`config.mk`:
```
export PLATFORM = sky130hd
export DESIGN_NAME = reprio_fill_flat
export DESIGN_NICKNAME = d
export VERILOG_FILES = /design/src/source/mmu_pkg.sv /design/src/source/page_bus_if.sv /design/src/source/reprio_fill.sv /design/src/flat_wrapper.sv
export SDC_FILE = /design/constraint.sdc
export NUM_CORES = 1
export LEC_CHECK = 0
export BUFFER_PORTS_ARGS = -buffer_cell sky130_fd_sc_hd__buf_2
export CORE_MARGIN = 5
export CORE_UTILIZATION = 35
export CTS_BUF_LIST = sky130_fd_sc_hd__clkbuf_8
export CTS_CLUSTER_SIZE = 8
export DETAILED_ROUTE_END_ITERATION = 10
export PLACE_DENSITY = 0.58
export SLEW_MARGIN = 20
export SYNTH_ARGS = -nofsm -noshare
export SYNTH_HDL_FRONTEND = slang
export SYNTH_SLANG_ARGS = --single-unit
```
`constraint.sdc`:
```
create_clock -name clk -period 19.4 [get_ports clk]
set_clock_uncertainty 0.1 [all_clocks]
set_input_delay 3.88 -clock clk [delete_from_list [all_inputs] [get_ports clk]]
set_output_delay 3.88 -clock clk [all_outputs]
set_load 0.01 [all_outputs]
```
`src/source/mmu_pkg.sv`:
```
//----------------------------
// Page geometry, page and map entry types,
// arbiter write-class opcodes
//----------------------------
`default_nettype none

package mmu_pkg;

    //----------------------------
    // Page geometry
    //----------------------------
    localparam int PAGE_BITS       = 10;    // Page number width
    localparam int OFFSET_BITS     = 10;    // Word offset within a page
    localparam int NUM_PAGES       = 1024;  // Map and bit memory depth
    localparam int BESM6_PAGE_BITS = 5;     // Virtual page width in BESM-6 mode
    localparam int MAP_BITS        = 20;    // Page map entry width

    //----------------------------
    // Types
    //----------------------------
    typedef logic [PAGE_BITS-1:0]             page_t;       // Page number
    typedef logic [PAGE_BITS+OFFSET_BITS-1:0] phys_addr_t;  // Page and offset
    typedef logic [MAP_BITS-1:0]              map_entry_t;  // Physical page in 19..10
    typedef logic [3:0]                       arb_op_t;     // Arbiter opcode

    //----------------------------
    // Write-class arbiter opcodes
    //----------------------------
    localparam arb_op_t ARB_CCWR  = 4'd2;   // Instruction cache write
    localparam arb_op_t ARB_DCWR  = 4'd4;   // Operand cache write
    localparam arb_op_t ARB_DWR   = 4'd10;  // Result write
    localparam arb_op_t ARB_RDMWR = 4'd11;  // Read-modify-write
    localparam arb_op_t ARB_BTRWR = 4'd12;  // Block transfer write

endpackage

`default_nettype wire

```
`src/source/page_bus_if.sv`:
```
//----------------------------
// Request and page index bundle between
// translator and page-state modules
//----------------------------
`timescale 1ns/10ps
`default_nettype none

interface page_bus_if;
    import mmu_pkg::*;

    logic  req;             // Bus request strobe
    page_t trans_page;      // Translated page of the request
    logic  req_write;       // Request is write-class
    page_t pg_index;        // Physical page index register

    // Translator side
    modport translator (
        output req,
        output trans_page,
        output req_write
    );

    // Index register and used/dirty bits
    modport status (
        input  req,
        input  trans_page,
        input  req_write,
        output pg_index
    );

    // Reprioritize memory only follows the index
    modport reprio (
        input  pg_index
    );

endinterface

`default_nettype wire

```
`src/source/reprio_fill.sv`:
```
//----------------------------
// Reprioritize bit memory and fill
//----------------------------
`timescale 1ns/10ps
`default_nettype none

module reprio_fill (
    input  wire         clk,            // Clock
    input  wire         reset,          // Synchronous reset
    input  wire         i_reprio_wr,    // Write reprio bit at index
    input  wire         i_reprio_bit,   // Bit value to write
    input  wire         i_fill_start,   // Start fill from index
    output logic        o_reprio,       // Reprio bit at index
    output logic        o_fill_busy,    // Fill in progress
    page_bus_if.reprio  bus             // Current page index
);
    import mmu_pkg::*;

    logic  reprio_mem [NUM_PAGES];  // Reprioritize request per page
    logic  fill_busy;               // Fill running
    page_t fill_cnt;                // Page written this cycle

    //----------------------------
    // Fill sequencer
    //----------------------------
    always_ff @(posedge clk) begin
        if (reset) begin
            fill_busy <= 1'b0;
            fill_cnt  <= '0;
        end else if (fill_busy) begin
            if (fill_cnt == page_t'(NUM_PAGES - 1))
                fill_busy <= 1'b0;              // Last page done
            else
                fill_cnt <= fill_cnt + 1'b1;    // Next page up
        end else if (i_fill_start) begin
            fill_busy <= 1'b1;                  // Start ignored while busy
            fill_cnt  <= bus.pg_index;          // Begin at current index
        end
    end

    //----------------------------
    // Bit memory
    //----------------------------
    always_ff @(posedge clk) begin
        if (fill_busy)
            reprio_mem[fill_cnt] <= 1'b1;               // Fill owns the memory
        else if (i_reprio_wr)
            reprio_mem[bus.pg_index] <= i_reprio_bit;
    end

    assign o_reprio    = reprio_mem[bus.pg_index];
    assign o_fill_busy = fill_busy;

    //----------------------------
    // Checks
    //----------------------------
    // Counter climbs without wrapping while busy
    a_fill_no_wrap: assert property (
        @(posedge clk) disable iff (reset)
        (fill_busy && fill_cnt != page_t'(NUM_PAGES - 1)) |=>
            fill_busy && fill_cnt == $past(fill_cnt) + 1'b1
    ) else $error("Fill counter skipped or wrapped");

    // Busy drops only after the last page
    a_fill_end: assert property (
        @(posedge clk) disable iff (reset)
        ($fell(fill_busy) && !$past(reset)) |->
            $past(fill_cnt) == page_t'(NUM_PAGES - 1)
    ) else $error("Fill ended before last page");

endmodule

`default_nettype wire

```
`src/flat_wrapper.sv`:
```
// flat-port wrapper written by rule: the top's interface ports become plain ports
module reprio_fill_flat import mmu_pkg::*;
  (clk, reset, i_reprio_wr, i_reprio_bit, i_fill_start, o_reprio, o_fill_busy, bus_pg_index);
  page_bus_if bus_i ();
  input  wire clk;
  input  wire reset;
  input  wire i_reprio_wr;
  input  wire i_reprio_bit;
  input  wire i_fill_start;
  output logic o_reprio;
  output logic o_fill_busy;
  input wire logic [$bits(bus_i.pg_index)-1:0] bus_pg_index;
  assign bus_i.pg_index = bus_pg_index;
  reprio_fill u_core (.clk(clk), .reset(reset), .i_reprio_wr(i_reprio_wr), .i_reprio_bit(i_reprio_bit), .i_fill_start(i_fill_start), .o_reprio(o_reprio), .o_fill_busy(o_fill_busy), .bus(bus_i));
endmodule
```
==> impl_metrics.yaml <==
logic_synthesis:
  synth_top_area_cell: "edfxtp_1"
  synth_top_area_share: 0.679
  ys_types: 60
  yosys_warnings: 0
  synthCells: 3234
  synthTopCellsByCount: "1073 x nor2_1, 1024 x edfxtp_1, 216 x clkbuf_1, 213 x mux4_2, 118 x mux2i_1"
  yosysMostFrequentCell: "nor2_1"
  ys_seq_area_frac: 0.684
  synth_ff_type: "edfxtp_1"
  synth_edf_count: 1024
  async_flop_share: 0
  synth_seq_cells: 1035
  syn-num-nets: 3250
  avgSynthCellArea_um2: 14.0
  synth_area_leaders: "edfxtp_1 68%, mux4_2 11%, nor2_1 8.9%"
  netlist_area_um2: 45300
global_route:
  grt_pass1_wl_um: 193000
  first_global_vias: 27700
  grt_usage: 0.194
  grt_max_degree: 274
  grt_remaining_overflow: 0
  antenna_found_initial: 2
clock_network:
  cts.sinks: 1035
  cts_resized: 0
  path_clk_slew_ps: 60
  postCtsSetupRepairBufs: 0
  cts_buffers: 174
  ctsRootBufferMaster: "clkbuf_8"
  cts_max_level: 4
  cts_tree: "done"
  clock_latency_ps: 850
  clock_path_buffers: 3
  cts.hold.buffers_added: 0
drt:
  ant_nets: 0
  wire_per_inst_um: 26.5
  drtPass1Iterations: 5
  routed-via-count: 28100
  drc: 0
  totalWireLength_um: 134000
  vias_per_cell: 5.55
  drt_iter0_markers: 3590
cells_and_area:
  syn_to_final_growth_pct: 10.7
  layout.nets: 3204
  drive_above_1_share: 0.173
sta:
  finalWorstSetupSlack_ps: 7080
  max_slew.worst_pin.slew_ps: 1170
  finalSetupTns_ps: 0
  min_period_ps: 12320
  setup_viol: 0
  timing.final.crit_share: 0.635
  timing_max_transition_violations_final: 0
  relSlewSlack: 0.222
  max_freq_mhz: 81.2
  rsz0062_at_grt: "no"
  finalHoldViolations: 0
worst_setup_path:
  crit_path_start_kind: "input pin"
  cp_max_fo: 61
  cp.required_ps: 15420
  worstSetupEndpointType: "primary output"
  path_class: "input pin to primary output"
  cp.arrival_ps: 8340
floorplanning:
  ios: 17
  rows: 132
  core-area_um2: 129000
  die_w_um: 370
  die_h_um: 370
  initial_core_util: 0.351
  die-area_um2: 137000
power:
  power_density_nw_per_um2: 89.8
  p_leak_uw: 0.0151
  ir_worst_vdd_mv: 0.0679
job:
  max_cap_viol_count: 0
place:
  gp_congestion: 0.790
  dp_hpwl_um: 68500
  io_buffers: 16
  place_ws_ps: 7020
run_status:
  status: "complete, no violations"
worst_hold_path:
  worst_hold_path_type: "flop to flop"
[through the flow]
| step | util | power (uW) | cell area [um^2] | hold WS (ps) | cells |
|---|---|---|---|---|---|
| after floorplan | - | 2720 | 45300 | 418 | 3234 |
| after global placement | 0.364 | 2800 | 47000 | 453 | 4753 |
| after detailed placement | 0.364 | 2800 | 47000 | 458 | 4754 |
| after CTS | 0.388 | 4530 | 50100 | 465 | 5069 |
| after global routing | 0.389 | 4650 | 50100 | 499 | 5070 |
| final | 0.389 | 4500 | 50100 | 468 | 5070 |
[sequential cells by signal, summed over array words and instances (netlist names)]
name	flops
u_core.fill_cnt	10
u_core.reprio_mem	1024
u_core.o_fill_busy	1
[power breakdown]
| group | switching, uW | leakage [uW] | internal, uW |
|---|---|---|---|
| Combinational | 213 | 0.00389 | 83.5 |
| Sequential | 3.50 | 0.00939 | 2460 |
| Clock | 879 | 0.00182 | 859 |
[path summary, 6_finish.rpt]
path,from,end,slack [ps],depth (start not counted)
worst max-delay path,bus_pg_index[0],o_reprio,7080,11
worst min-delay path,u_core.fill_cnt[7],u_core.fill_cnt[7],470,2
worst max register to register,u_core.o_fill_busy,u_core.reprio_mem[57],15280,7
worst min register to register,u_core.fill_cnt[7],u_core.fill_cnt[7],470,2
[per-layer routing]
layer,part of all wire,vias to the layer above,GRT usage
met5,0.000097,-,0
met4,0.031,2,0.0662
met3,0.081,250,0.0379
met2,0.49,1269,0.322
met1,0.40,14800,0.256
li1,-,11900,-
[cell usage in the layout (no fill, tap or decap), types with 6 or more instances in the layout]
cell type  instances
nor2_1          1071
edfxtp_1        1024
mux4_2           213
clkbuf_8         180
mux2i_1          118
inv_1             82
buf_4             63
nand2_1           62
a21oi_1           44
clkinv_1          43
nand2_2           39
a22oi_1           36
o221ai_1          34
o22ai_1           24
nand3_1           23
o21ai_0           21
nor3_1            17
o211ai_1          16
nand4_1           14
buf_2             13
dfxtp_1           11
nand2b_1          10
mux2_2            10
a31oi_1            9
clkinv_2           9
nand3_2            8
nand2_4            8
a221oi_1           7
nor2b_1            6
and2_1             6
a22o_1             6
a2111oi_0          6
[cells by family after synthesis]
logic type / share of synthesized area
xor gates and xnor gates: 0.000193
and+or+nand+nor: 0.114
AOI/OAI and AO/OA: 0.0366
adders and majority gates: 0.000276
buffers and inverters: 0.0304
muxes: 0.135
DFF: 0.684
[critical path, cell delays in order]
cell      delay, ps
buf_8           530
buf_4           690
mux4_2          580
a22o_1          220
a221oi_1        240
nor3_1           80
nor4_1          960
a31oi_1          60
nor4b_1         210
or4_1           650
buf_2           190
[final cells by class]
| class | instances | area (um^2) |
|---|---|---|
| Clock buffer | 180 | 2480 |
| Fill cell | 12200 | 78900 |
| Timing Repair Buffer | 82 | 648 |
| Sequential cell | 1035 | 31000 |
| Inverter | 11 | 42.5 |
| Multi-Input combinational cell | 1884 | 13200 |
| Antenna cell | 1 | 2.50 |
| Clock inverter | 135 | 579 |
| Tap cell | 1742 | 2180 |
Note: power is estimated with default switching activity, not from simulation.
